<file path="src/hdl/lora_soc_params.svh">
// LoRa peripheral subsystem constants: bus widths, slot map, timing and identifiers
`ifndef LORA_SOC_PARAMS_SVH
`define LORA_SOC_PARAMS_SVH

// ====================
// Bus geometry
// ====================
`define LORA_DATA_W          32
`define LORA_ADR_W           8         // Byte address, bit 7 set = no peripheral
`define LORA_SLOT_W          5         // Word slot from adr[6:2]
`define LORA_PIN_W           8
`define LORA_PPS_W           16

// ====================
// Peripheral slot map
// ====================
`define LORA_SLOT_GPIO_OUT   5'd0
`define LORA_SLOT_GPIO_IN    5'd1
`define LORA_SLOT_GPIO_SEL   5'd3
`define LORA_SLOT_TIMER      5'd12
`define LORA_SLOT_WDT        5'd13
`define LORA_SLOT_SYSINFO    5'd15

`define LORA_TICK_DIV        25        // 25 MHz clock down to 1 us
`define LORA_RST_HOLD        32        // Peripheral reset hold in clocks
`define LORA_SOFT_RST_KEY    8'hA5
`define LORA_CHIP_ID         8'h01
`define LORA_VERSION         8'h10
`define LORA_GPIO_DEFAULT    8'h02     // Only radio reset (pin 1) idles high
`define LORA_UNMAPPED_READ   32'hFFFF_FFFF

`endif

</file>
<file path="src/hdl/lora_soc_pkg.sv">
// Shared bus, register strobe, readback and pin types of the LoRa peripheral subsystem
`default_nettype none

`include "lora_soc_params.svh"

package lora_soc_pkg;

    // ====================
    // Wishbone classic
    // ====================
    typedef struct packed {
        logic                   cyc;
        logic                   stb;
        logic                   we;
        logic [`LORA_ADR_W-1:0]  adr;
        logic [`LORA_DATA_W-1:0] dat;
    } wb_req_t;

    typedef struct packed {
        logic                   ack;
        logic [`LORA_DATA_W-1:0] dat;
    } wb_rsp_t;

    // Input pins, ui_in order
    typedef struct packed {
        logic [2:0] aux_hi;     // Spare inputs 7..5
        logic       pps;        // 1PPS from GNSS
        logic [3:0] aux_lo;     // DIO1, BUSY and spares
    } pin_in_t;

    // Output pins
    typedef struct packed {
        logic [5:0] upper;      // Pins 7..2
        logic       radio_rst_n;
        logic       lower;      // Pin 0
    } pin_out_t;

    // One-cycle write strobes, one per writable slot
    typedef struct packed {
        logic                   gpio_out_we;
        logic                   gpio_sel_we;
        logic                   timer_we;
        logic                   wdt_we;
        logic                   sysinfo_we;
        logic [`LORA_DATA_W-1:0] dat;
    } reg_wr_t;

    // Readback from the peripheral blocks
    typedef struct packed {
        logic [`LORA_DATA_W-1:0] timer_count;
        logic [`LORA_DATA_W-1:0] wdt_remaining;
        logic [`LORA_PIN_W-1:0]  gpio_out;
        logic [`LORA_PIN_W-1:0]  gpio_sel;
        pin_out_t               pins;
        logic [`LORA_DATA_W-1:0] sysinfo;
    } reg_rd_t;

endpackage

`default_nettype wire

</file>
<file path="src/hdl/periph_bus_decode.sv">
// Wishbone slave with one wait state: slot decode, write strobes and read mux
`default_nettype none

`include "lora_soc_params.svh"

module periph_bus_decode (
    input  wire                       clk,
    input  wire                       rst_reg_n,
    input  lora_soc_pkg::wb_req_t     i_wb,
    output lora_soc_pkg::wb_rsp_t     o_wb,
    output lora_soc_pkg::reg_wr_t     o_wr,
    input  lora_soc_pkg::reg_rd_t     i_rd,
    input  lora_soc_pkg::pin_in_t     i_pins
);

    logic                    ack_q;
    logic                    req;
    logic                    slot_hit;     // Peripheral space
    logic [`LORA_SLOT_W-1:0] slot;
    logic                    wr_fire;
    logic [`LORA_DATA_W-1:0] rd_word;

    assign req      = i_wb.cyc & i_wb.stb;
    assign slot     = i_wb.adr[6:2];
    assign slot_hit = ~i_wb.adr[7];

    // ====================
    // Ack, one wait state
    // ====================
    always_ff @(posedge clk) begin
        if (!rst_reg_n) begin
            ack_q <= 1'b0;
        end else begin
            ack_q <= req & ~ack_q;         // Single-cycle pulse per request
        end
    end

    // Strobes land in the ack cycle, master still holds the request
    assign wr_fire = ack_q & req & i_wb.we & slot_hit;

    assign o_wr.gpio_out_we = wr_fire && (slot == `LORA_SLOT_GPIO_OUT);
    assign o_wr.gpio_sel_we = wr_fire && (slot == `LORA_SLOT_GPIO_SEL);
    assign o_wr.timer_we    = wr_fire && (slot == `LORA_SLOT_TIMER);
    assign o_wr.wdt_we      = wr_fire && (slot == `LORA_SLOT_WDT);
    assign o_wr.sysinfo_we  = wr_fire && (slot == `LORA_SLOT_SYSINFO);
    assign o_wr.dat         = i_wb.dat;

    // ====================
    // Read mux
    // ====================
    always_comb begin
        rd_word = `LORA_UNMAPPED_READ;   // Holes and upper space
        if (slot_hit) begin
            case (slot)
                // Register byte above, live pin state below
                `LORA_SLOT_GPIO_OUT: rd_word = {16'h0, i_rd.gpio_out, i_rd.pins};
                `LORA_SLOT_GPIO_IN:  rd_word = {24'h0, i_pins};
                `LORA_SLOT_GPIO_SEL: rd_word = {24'h0, i_rd.gpio_sel};
                `LORA_SLOT_TIMER:    rd_word = i_rd.timer_count;
                `LORA_SLOT_WDT:      rd_word = i_rd.wdt_remaining;
                `LORA_SLOT_SYSINFO:  rd_word = i_rd.sysinfo;
                default:             rd_word = `LORA_UNMAPPED_READ;
            endcase
        end
    end

    assign o_wb.ack = ack_q;
    assign o_wb.dat = rd_word;           // Valid while ack is high

    // Back-to-back acks would double a transfer
    a_ack_single: assert property (@(posedge clk) disable iff (!rst_reg_n)
        ack_q |=> !ack_q);

    // No register changes outside an acknowledged cycle
    a_wr_with_ack: assert property (@(posedge clk) disable iff (!rst_reg_n)
        (o_wr.gpio_out_we | o_wr.gpio_sel_we | o_wr.timer_we |
         o_wr.wdt_we | o_wr.sysinfo_we) |-> o_wb.ack);

endmodule

`default_nettype wire

</file>
<file path="src/hdl/us_tick_timer.sv">
// Microsecond tick divider and 32-bit countdown timer with sticky expiry interrupt
`default_nettype none

`include "lora_soc_params.svh"

module us_tick_timer (
    input  wire                       clk,
    input  wire                       rst_reg_n,
    input  wire                       i_periph_rst_n,
    input  lora_soc_pkg::reg_wr_t     i_wr,
    output logic                      o_tick,
    output logic [`LORA_DATA_W-1:0]   o_timer_count,
    output logic                      o_timer_irq
);

    localparam int DIV_W = $clog2(`LORA_TICK_DIV);

    logic [DIV_W-1:0] div_cnt;

    // ====================
    // 1 us tick
    // ====================
    assign o_tick = (div_cnt == DIV_W'(`LORA_TICK_DIV - 1));

    always_ff @(posedge clk) begin
        if (!rst_reg_n || o_tick) begin
            div_cnt <= '0;                    // Wrap on tick
        end else begin
            div_cnt <= div_cnt + 1'b1;
        end
    end

    // ====================
    // Countdown timer
    // ====================
    always_ff @(posedge clk) begin
        if (!rst_reg_n || !i_periph_rst_n) begin
            o_timer_count <= '0;
            o_timer_irq   <= 1'b0;
        end else if (i_wr.timer_we) begin
            o_timer_count <= i_wr.dat;        // Reload also acks the irq
            o_timer_irq   <= 1'b0;
        end else if (o_tick && o_timer_count != '0) begin
            o_timer_count <= o_timer_count - 1'b1;
            if (o_timer_count == `LORA_DATA_W'(1)) begin
                o_timer_irq <= 1'b1;          // Expired, held until reload
            end
        end
    end

    // Irq edge only once the count has run out
    a_irq_at_zero: assert property (@(posedge clk) disable iff (!rst_reg_n)
        $rose(o_timer_irq) |-> (o_timer_count == '0));

endmodule

`default_nettype wire

</file>
<file path="src/hdl/watchdog_reset.sv">
// Watchdog, soft-reset key check and shared reset hold producing the peripheral reset
`default_nettype none

`include "lora_soc_params.svh"

module watchdog_reset (
    input  wire                       clk,
    input  wire                       rst_reg_n,
    input  wire                       i_tick,
    input  lora_soc_pkg::reg_wr_t     i_wr,
    output logic [`LORA_DATA_W-1:0]   o_wdt_remaining,
    output logic                      o_periph_rst_n
);

    localparam int HOLD_W = $clog2(`LORA_RST_HOLD + 1);

    logic              wdt_fire;
    logic              soft_rst;
    logic              rst_trigger;
    logic [HOLD_W-1:0] hold_cnt;

    // ====================
    // Watchdog counter
    // ====================
    always_ff @(posedge clk) begin
        if (!rst_reg_n || !o_periph_rst_n) begin
            o_wdt_remaining <= '0;            // Idle until first kick
        end else if (i_wr.wdt_we) begin
            o_wdt_remaining <= i_wr.dat;      // Kick value in us
        end else if (i_tick && o_wdt_remaining != '0) begin
            o_wdt_remaining <= o_wdt_remaining - 1'b1;
        end
    end

    // Last tick from 1 to 0, unless a kick wins this cycle
    assign wdt_fire = i_tick && !i_wr.wdt_we && o_periph_rst_n &&
                      (o_wdt_remaining == `LORA_DATA_W'(1));

    // Software reset via key in sysinfo low byte
    assign soft_rst = i_wr.sysinfo_we && (i_wr.dat[7:0] == `LORA_SOFT_RST_KEY);

    assign rst_trigger = wdt_fire | soft_rst;

    // ====================
    // Reset hold
    // ====================
    always_ff @(posedge clk) begin
        if (!rst_reg_n) begin
            hold_cnt <= '0;
        end else if (rst_trigger) begin
            hold_cnt <= HOLD_W'(`LORA_RST_HOLD);  // Retrigger restarts the hold
        end else if (hold_cnt != '0) begin
            hold_cnt <= hold_cnt - 1'b1;
        end
    end

    // Registered so every block sees a clean sync reset
    always_ff @(posedge clk) begin
        if (!rst_reg_n) begin
            o_periph_rst_n <= 1'b0;
        end else begin
            o_periph_rst_n <= (hold_cnt == '0);
        end
    end

    // Full hold window seen by the peripherals after any trigger
    a_hold_len: assert property (@(posedge clk) disable iff (!rst_reg_n)
        rst_trigger |-> ##2 (!o_periph_rst_n) [*`LORA_RST_HOLD]);

endmodule

`default_nettype wire

</file>
<file path="src/hdl/gpio_pps_block.sv">
// GPIO output and select registers, output pin mux and 1PPS edge counter
`default_nettype none

`include "lora_soc_params.svh"

module gpio_pps_block (
    input  wire                       clk,
    input  wire                       rst_reg_n,
    input  wire                       i_periph_rst_n,
    input  lora_soc_pkg::reg_wr_t     i_wr,
    input  lora_soc_pkg::pin_in_t     i_pins,
    output lora_soc_pkg::pin_out_t    o_pins,
    output logic [`LORA_PIN_W-1:0]    o_gpio_out,
    output logic [`LORA_PIN_W-1:0]    o_gpio_sel,
    output logic [`LORA_DATA_W-1:0]   o_sysinfo
);

    logic [1:0]             pps_sync;     // Async pin, two flops
    logic                   pps_prev;
    logic                   pps_rise;
    logic [`LORA_PPS_W-1:0] pps_count;

    // ====================
    // GPIO registers
    // ====================
    always_ff @(posedge clk) begin
        if (!rst_reg_n || !i_periph_rst_n) begin
            o_gpio_out <= '0;
            o_gpio_sel <= '0;                 // All pins back on default
        end else begin
            if (i_wr.gpio_out_we) o_gpio_out <= i_wr.dat[`LORA_PIN_W-1:0];
            if (i_wr.gpio_sel_we) o_gpio_sel <= i_wr.dat[`LORA_PIN_W-1:0];
        end
    end

    // Per pin: GPIO bit if selected, else fixed default
    assign o_pins = lora_soc_pkg::pin_out_t'((o_gpio_sel & o_gpio_out) |
                                             (~o_gpio_sel & `LORA_GPIO_DEFAULT));

    // ====================
    // 1PPS counter
    // ====================
    always_ff @(posedge clk) begin
        pps_sync <= {pps_sync[0], i_pins.pps};
        pps_prev <= pps_sync[1];
    end

    assign pps_rise = pps_sync[1] & ~pps_prev;

    always_ff @(posedge clk) begin
        if (!rst_reg_n || !i_periph_rst_n) begin
            pps_count <= '0;
        end else if (pps_rise) begin
            pps_count <= pps_count + 1'b1;    // Wraps after 65535 s
        end
    end

    assign o_sysinfo = {pps_count, `LORA_CHIP_ID, `LORA_VERSION};

endmodule

`default_nettype wire

</file>
<file path="src/hdl/lora_periph_top.sv">
// LoRa node peripheral subsystem top: bus decoder, timer, watchdog and GPIO/PPS
`default_nettype none

`include "lora_soc_params.svh"

module lora_periph_top (
    input  wire                       clk,
    input  wire                       rst_reg_n,
    input  lora_soc_pkg::wb_req_t     i_wb,
    output lora_soc_pkg::wb_rsp_t     o_wb,
    input  lora_soc_pkg::pin_in_t     i_pins,
    output lora_soc_pkg::pin_out_t    o_pins,
    output logic                      o_timer_irq
);

    lora_soc_pkg::reg_wr_t      wr;           // Strobes to all blocks
    wire lora_soc_pkg::reg_rd_t rd;           // Readback, one field per block
    logic                       tick;
    logic                       periph_rst_n;

    assign rd.pins = o_pins;

    periph_bus_decode u_decode (
        .clk        (clk),
        .rst_reg_n  (rst_reg_n),                // Bus stays up across soft reset
        .i_wb       (i_wb),
        .o_wb       (o_wb),
        .o_wr       (wr),
        .i_rd       (rd),
        .i_pins     (i_pins)
    );

    us_tick_timer u_timer (
        .clk            (clk),
        .rst_reg_n      (rst_reg_n),
        .i_periph_rst_n (periph_rst_n),
        .i_wr           (wr),
        .o_tick         (tick),
        .o_timer_count  (rd.timer_count),
        .o_timer_irq    (o_timer_irq)
    );

    watchdog_reset u_wdt (
        .clk             (clk),
        .rst_reg_n       (rst_reg_n),
        .i_tick          (tick),
        .i_wr            (wr),
        .o_wdt_remaining (rd.wdt_remaining),
        .o_periph_rst_n  (periph_rst_n)
    );

    gpio_pps_block u_gpio (
        .clk            (clk),
        .rst_reg_n      (rst_reg_n),
        .i_periph_rst_n (periph_rst_n),
        .i_wr           (wr),
        .i_pins         (i_pins),
        .o_pins         (o_pins),
        .o_gpio_out     (rd.gpio_out),
        .o_gpio_sel     (rd.gpio_sel),
        .o_sysinfo      (rd.sysinfo)
    );

endmodule

`default_nettype wire

</file>
<file path="config.mk">
export PLATFORM = sky130hd
export DESIGN_NAME = lora_periph_top
export DESIGN_NICKNAME = d
export VERILOG_FILES = /design/src/hdl/lora_soc_pkg.sv /design/src/hdl/periph_bus_decode.sv /design/src/hdl/us_tick_timer.sv /design/src/hdl/watchdog_reset.sv /design/src/hdl/gpio_pps_block.sv /design/src/hdl/lora_periph_top.sv
export VERILOG_INCLUDE_DIRS = /design/src /design/src/hdl
export SDC_FILE = /design/constraint.sdc
export NUM_CORES = 1
export LEC_CHECK = 0
export ABC_AREA = 1
export ABC_CLOCK_PERIOD_IN_PS = 2420
export BUFFER_PORTS_ARGS = -buffer_cell sky130_fd_sc_hd__buf_4
export CAP_MARGIN = 0
export CORE_AREA = 3 3 125 127
export DETAILED_ROUTE_END_ITERATION = 6
export DIE_AREA = 0 0 128 130
export PLACE_DENSITY = 0.8
export SETUP_SLACK_MARGIN = 0.4
export SLEW_MARGIN = 15
export SYNTH_ARGS = -nofsm -noshare
export SYNTH_HDL_FRONTEND = slang
export SYNTH_HIERARCHICAL = 1
export SYNTH_SLANG_ARGS = --single-unit
</file>
<file path="constraint.sdc">
create_clock -name clk -period 2.42 [get_ports clk]
set_input_delay 0.121 -clock clk [delete_from_list [all_inputs] [get_ports clk]]
set_output_delay 0.121 -clock clk [all_outputs]
set_load 0.02 [all_outputs]
</file>
Word level (Yosys, flattened, before mapping)
Index checks and enable logic that the tools add are counted.

word-level totals
  output and inout port bits = 42
  register bits after elaboration = 113

cells by class
  mux-type cells = 8
  equality and inequality tests = 9
  reductions and logical operators = 27
  $add $sub $neg = 5
  bitwise gates (word level) = 14

operator list
  kind                     number
  $pmux W32 S6             1
  $mux W32                 5
  $eq A32 B1 Y1 const B    2
  $reduce_bool A32 Y1      2
  $sub A32 B1 Y32 const B  2
  $add A16 B1 Y16 const B  1
  $eq A5 B4 Y1 const B     3
  $mux W6                  2
  $logic_and A1 B1 Y1      11
  $and A8 B8 Y8            1
  $eq A8 B8 Y1 const B     1
  $or A8 B2 Y8             1
  $and A1 B1 Y1            6
  $logic_not A6 Y1         1
  $reduce_bool A2 Y1       3
  $reduce_bool A6 Y1       1
  $sub A6 B1 Y6 const B    1
  $add A5 B1 Y5 const B    1
  $eq A5 B1 Y1 const B     1
  $eq A5 B2 Y1 const B     1
  $eq A5 B5 Y1 const B     1
  $logic_not A5 Y1         1
  $not A1 Y1               4
  $reduce_or A2 Y1         2
  5 further kinds          8

Longest topological paths before layout
  depth after elaboration = 11
  gate-level depth with buffers = 13
  depth with buffers taken out = 12

Cells and area by module
Netlist, hierarchy kept.

by module, submodules not included
  module             instances  seq. area each (um2)  cells an instance  area an instance (um2)
  watchdog_reset     1          780.7                 447                2721.4
  us_tick_timer      1          760.7                 471                2698.8
  gpio_pps_block     1          700.7                 233                1627.8
  periph_bus_decode  1          20.0                  337                1621.6

Worst setup path after synthesis
OpenSTA, ideal clock, no wires.

  path type = input-to-reg
  start point = in i_wb[36] (netlist bit)
  end point = reg u_wdt.o_wdt_remaining[27]
  setup time = 132 ps
  setup slack = 541 ps
  stages on the path = 10
  buffers on the path = 2
  arrival = 1747 ps
  required time = 2288 ps
  cells stage by stage = nand2_1 -> inv_1 -> nand3_1 -> buf_2 -> nor2_1 -> inv_2 -> clkbuf_1 -> or2_2 -> nand3_1 -> a21oi_1

RTL lines
  item                  line                  text
  start, declared       lora_periph_top.sv:9  input lora_soc_pkg::wb_req_t i_wb,
  end signal, assigned  watchdog_reset.sv:29  o_wdt_remaining <= i_wr.dat;
  end signal, assigned  watchdog_reset.sv:31  o_wdt_remaining <= o_wdt_remaining - 1'b1;
  end, declared         watchdog_reset.sv:11  output logic [`LORA_DATA_W-1:0] o_wdt_remaining,

Final worst setup path
  start point = reg u_timer.o_timer_count[16]
  end point = reg u_timer.o_timer_count[21]

on the way
  word-level cells in the longest chain between the ends = 3
  elaborated cells between the ends (all ways) = 6

RTL lines
  item                                                           line                                      text
  start, declared                                                us_tick_timer.sv:12                       output logic [`LORA_DATA_W-1:0] o_timer_count,
  start signal, assigned                                         us_tick_timer.sv:41                       o_timer_count <= i_wr.dat;
  start signal, assigned                                         us_tick_timer.sv:44                       o_timer_count <= o_timer_count - 1'b1;
  $sub A32 B1 Y32 / $reduce_bool A32 Y1 (equally long branches)  us_tick_timer.sv:44, us_tick_timer.sv:43
  $mux W32 / $logic_and A1 B1 Y1 (equally long branches)         us_tick_timer.sv:43                       end else if (o_tick && o_timer_count != '0) begin
  $mux W32 / $reduce_bool A2 Y1 (equally long branches)          n/a

Parallel ways exist; a longest one is shown, timed or not. The select of a mux whose other input is x is not followed.
A chain may end at the register's enable or synchronous reset.

==> flow_summary.ini <==
[layout]
final_area_um2 = 10200
syn_to_final_growth_pct = 18.1
final_nets = 1639
drive_above_1_share_pct = 15.2
diodes = 0

[run_status]
outcome = finished, final reports clean

[placement]
dp.final_hpwl_um = 22800
port_buffers = 92
placedInstanceArea_um2 = 9420
gp_congestion = 1.05

[yosys]
synth_area_leader_cell = dfxtp_1
synthDistinctLibCells = 40
synth_seq_area_share_pct = 26.1
synth_area_leaders = dfxtp_1 (26%), nand2_1 (19%), nor2_1 (12%)
syn_inst = 1488
async_flop_share_pct = 0
syn_area_um2 = 8670
yosysMostFrequentCell = nand2_1
avgSynthCellArea_um2 = 5.83
synthTopCellsByCount = nand2_1 (445), nor2_1 (276), inv_1 (148), dfxtp_1 (113), nand3_1 (87)
synth_edf_count = 0
synth_top_area_share_pct = 26.1
yosys_warnings = 6
ys.flop_type = dfxtp_1
synth-seq-cells = 113

[hold_path]
hold_class = input pin to flip-flop
worstHoldStart = i_wb[1]

[critical_path]
critical_path.startpoint = u_timer/o_timer_count[16]
endpoint_kind = flip-flop
crit_type = flip-flop to flip-flop
r2r_start = u_timer/o_timer_count[16]
cp.arrival_ns = 2.30
cp.required_ns = 2.77
start_kind = flip-flop
critPathMaxFanout = 16

[cts]
clkLatencyLatePin_ns = 0.42
cts-htree-levels = 4
cts_buffers = 17
clk_path_buf_depth = 2
cts_tree = done
clk_pin_slew_worst_paths_ns = 0.06
root_buffer = clkbuf_16
cts.sinks = 113

[die]
start_util_pct = 59.7
fp.dieH_um = 130
die_x_um = 128
design.core.area_um2 = 14500
pin_count = 95
rows = 44
die_area_um2 = 16600

[power_and_ir_drop]
power_frac_seq_pct = 36.9
p_leak_nw = 4.82
power_switching_mw = 1.44
power_frac_comb_pct = 13.7
peakVddDrop_mv = 0.494
p_sw_share_pct = 27.0
p_clk_share_pct = 49.4
p_int_mw = 3.87
p_per_area_nw_per_um2 = 519

[sta]
clock_skew_ns = 0.00756
slew_viol_final = 0
tns_ns = 0
rsz0062_at_grt = false
fmax_mhz = 514
holdWs_ns = 0.0178
layout_min_cycle_time_ns = 1.95
slew_headroom_pct = 64.6
finalSetupViolCount = 0
hold_viol = 0
finalCritPeriodShare_pct = 80.4
worst_pin_slew_ns = 0.530

[routing]
drc = 0
avgViaCountPerCell = 5.67
drt_iter0_markers = 1586
post_drt_wl_per_cell_um = 17.2
drt-total-wl_um = 30500
ant_nets = 0
vias = 10100
drt-pass1-iter-count = 5

[global_routing]
grt_pass1_wl_um = 46200
grt_usage_pct = 35.6
grt_pass1_vias = 8733
overflow = 0
grt_max_degree = 50
antenna_found_initial = 0

[run]
cap_violations = 0
cell type report:
class,count,area (um^2)
inverters,158,601
repair buffers,151,1160
clock buffers,21,480
clock inverters,9,131
fillers,1311,4300
multi-input cells,1137,5370
flip-flops and latches,113,2260
well taps,184,230
what timing repair did:
item                       4_1_cts  5_1_grt
setup buffers                    1        4
hold endpoints to repair         5        0
gates cloned                     0        1
setup endpoints to repair       20       70
gates resized for setup          2       23
hold buffers                     5        0
pin swaps                        1        3
path summary, 6_finish.rpt:
kind	to	slack (ns)	cells after the start
setup reg to reg	u_timer/o_timer_count[21]	0.47	10
hold / removal	u_gpio/o_gpio_sel[1]	0.02	3
setup / recovery	u_timer/o_timer_count[21]	0.47	10
hold reg to reg	u_gpio/pps_sync[1]	0.35	0
layer usage:
metal,part of all wire (%),GRT usage (%),vias up
li1,-,-,4831
met1,42,48.2,4517
met4,3.7,14.6,0
met2,44,56.0,634
met5,0,0,-
met3,10,6.63,74
per-stage QoR:
step | setup slack, ns | total power [mW] | cells | util [%]
6_report | 0.474 | 5.31 | 1773 | 70.4
5_1_grt | 0.400 | 5.48 | 1773 | 70.4
4_1_cts | 0.394 | 5.30 | 1768 | 69.6
3_5_place_dp | 0.322 | 2.69 | 1732 | 64.8
3_3_place_gp | 0.353 | 2.68 | 1732 | 64.8
2_1_floorplan | 0.541 | 2.48 | 1502 | -
sequential cells by signal (all words and copies together) (netlist names):
signal,count
u_timer/o_timer_count,32
u_wdt/o_wdt_remaining,32
u_gpio/pps_count,16
u_gpio/o_gpio_out,8
u_gpio/o_gpio_sel,8
u_wdt/hold_cnt,6
u_timer/div_cnt,5
u_gpio/pps_sync,2
u_decode/ack_q,1
u_gpio/pps_prev,1
u_timer/o_timer_irq,1
u_wdt/o_periph_rst_n,1
cells by family (layout without fill, tap and decap cells):
logic type | Yosys count | count (layout) | synth area share [%]
other cells | 2 | 16 | 0.0866
compound gates | 128 | 128 | 8.20
simple gates | 955 | 956 | 47.9
fa+ha+maj | 8 | 8 | 1.15
buf+inv | 253 | 339 | 13.7
xor+xnor | 28 | 28 | 2.83
mux | 1 | 1 | 0.115
flops | 113 | 113 | 26.1
power groups by stage:
stage	registers [mW]	clock network [mW]	logic (mW)
3_3_place_gp	1.99	0	0.682
2_1_floorplan	1.98	0	0.498
5_1_grt	1.96	2.72	0.794
3_5_place_dp	1.99	0	0.696
4_1_cts	1.96	2.63	0.708
6_report	1.96	2.62	0.727
worst max-delay path, stage by stage (launching register included):
cell and delay [ns]:
dfxtp_1 0.32, nor2_2 0.21, nand2_1 0.15, nor2_2 0.20
nand2_1 0.22, o21ai_4 0.22, buf_6 0.21, nand3_1 0.10
nand2_1 0.10, nor2_1 0.06, nor2_1 0.09
cells in the final DEF (no fill, tap or decap), types with 6 or more instances in the layout:
cell type,n
o21ai_1,8
clkbuf_16,17
or2_2,6
nor2_1,271
buf_4,144
nand2_1,444
inv_2,6
nor2_2,15
a21oi_1,62
xor2_1,20
nand4_1,78
inv_1,148
nor3_1,19
dfxtp_1,113
o21ai_0,37
nor2_4,8
nand3_1,85
ha_1,6
a21boi_0,12
conb_1,16
nand2_2,8
xnor2_1,8
No activity file was read; power rests on OpenSTA's default activity.
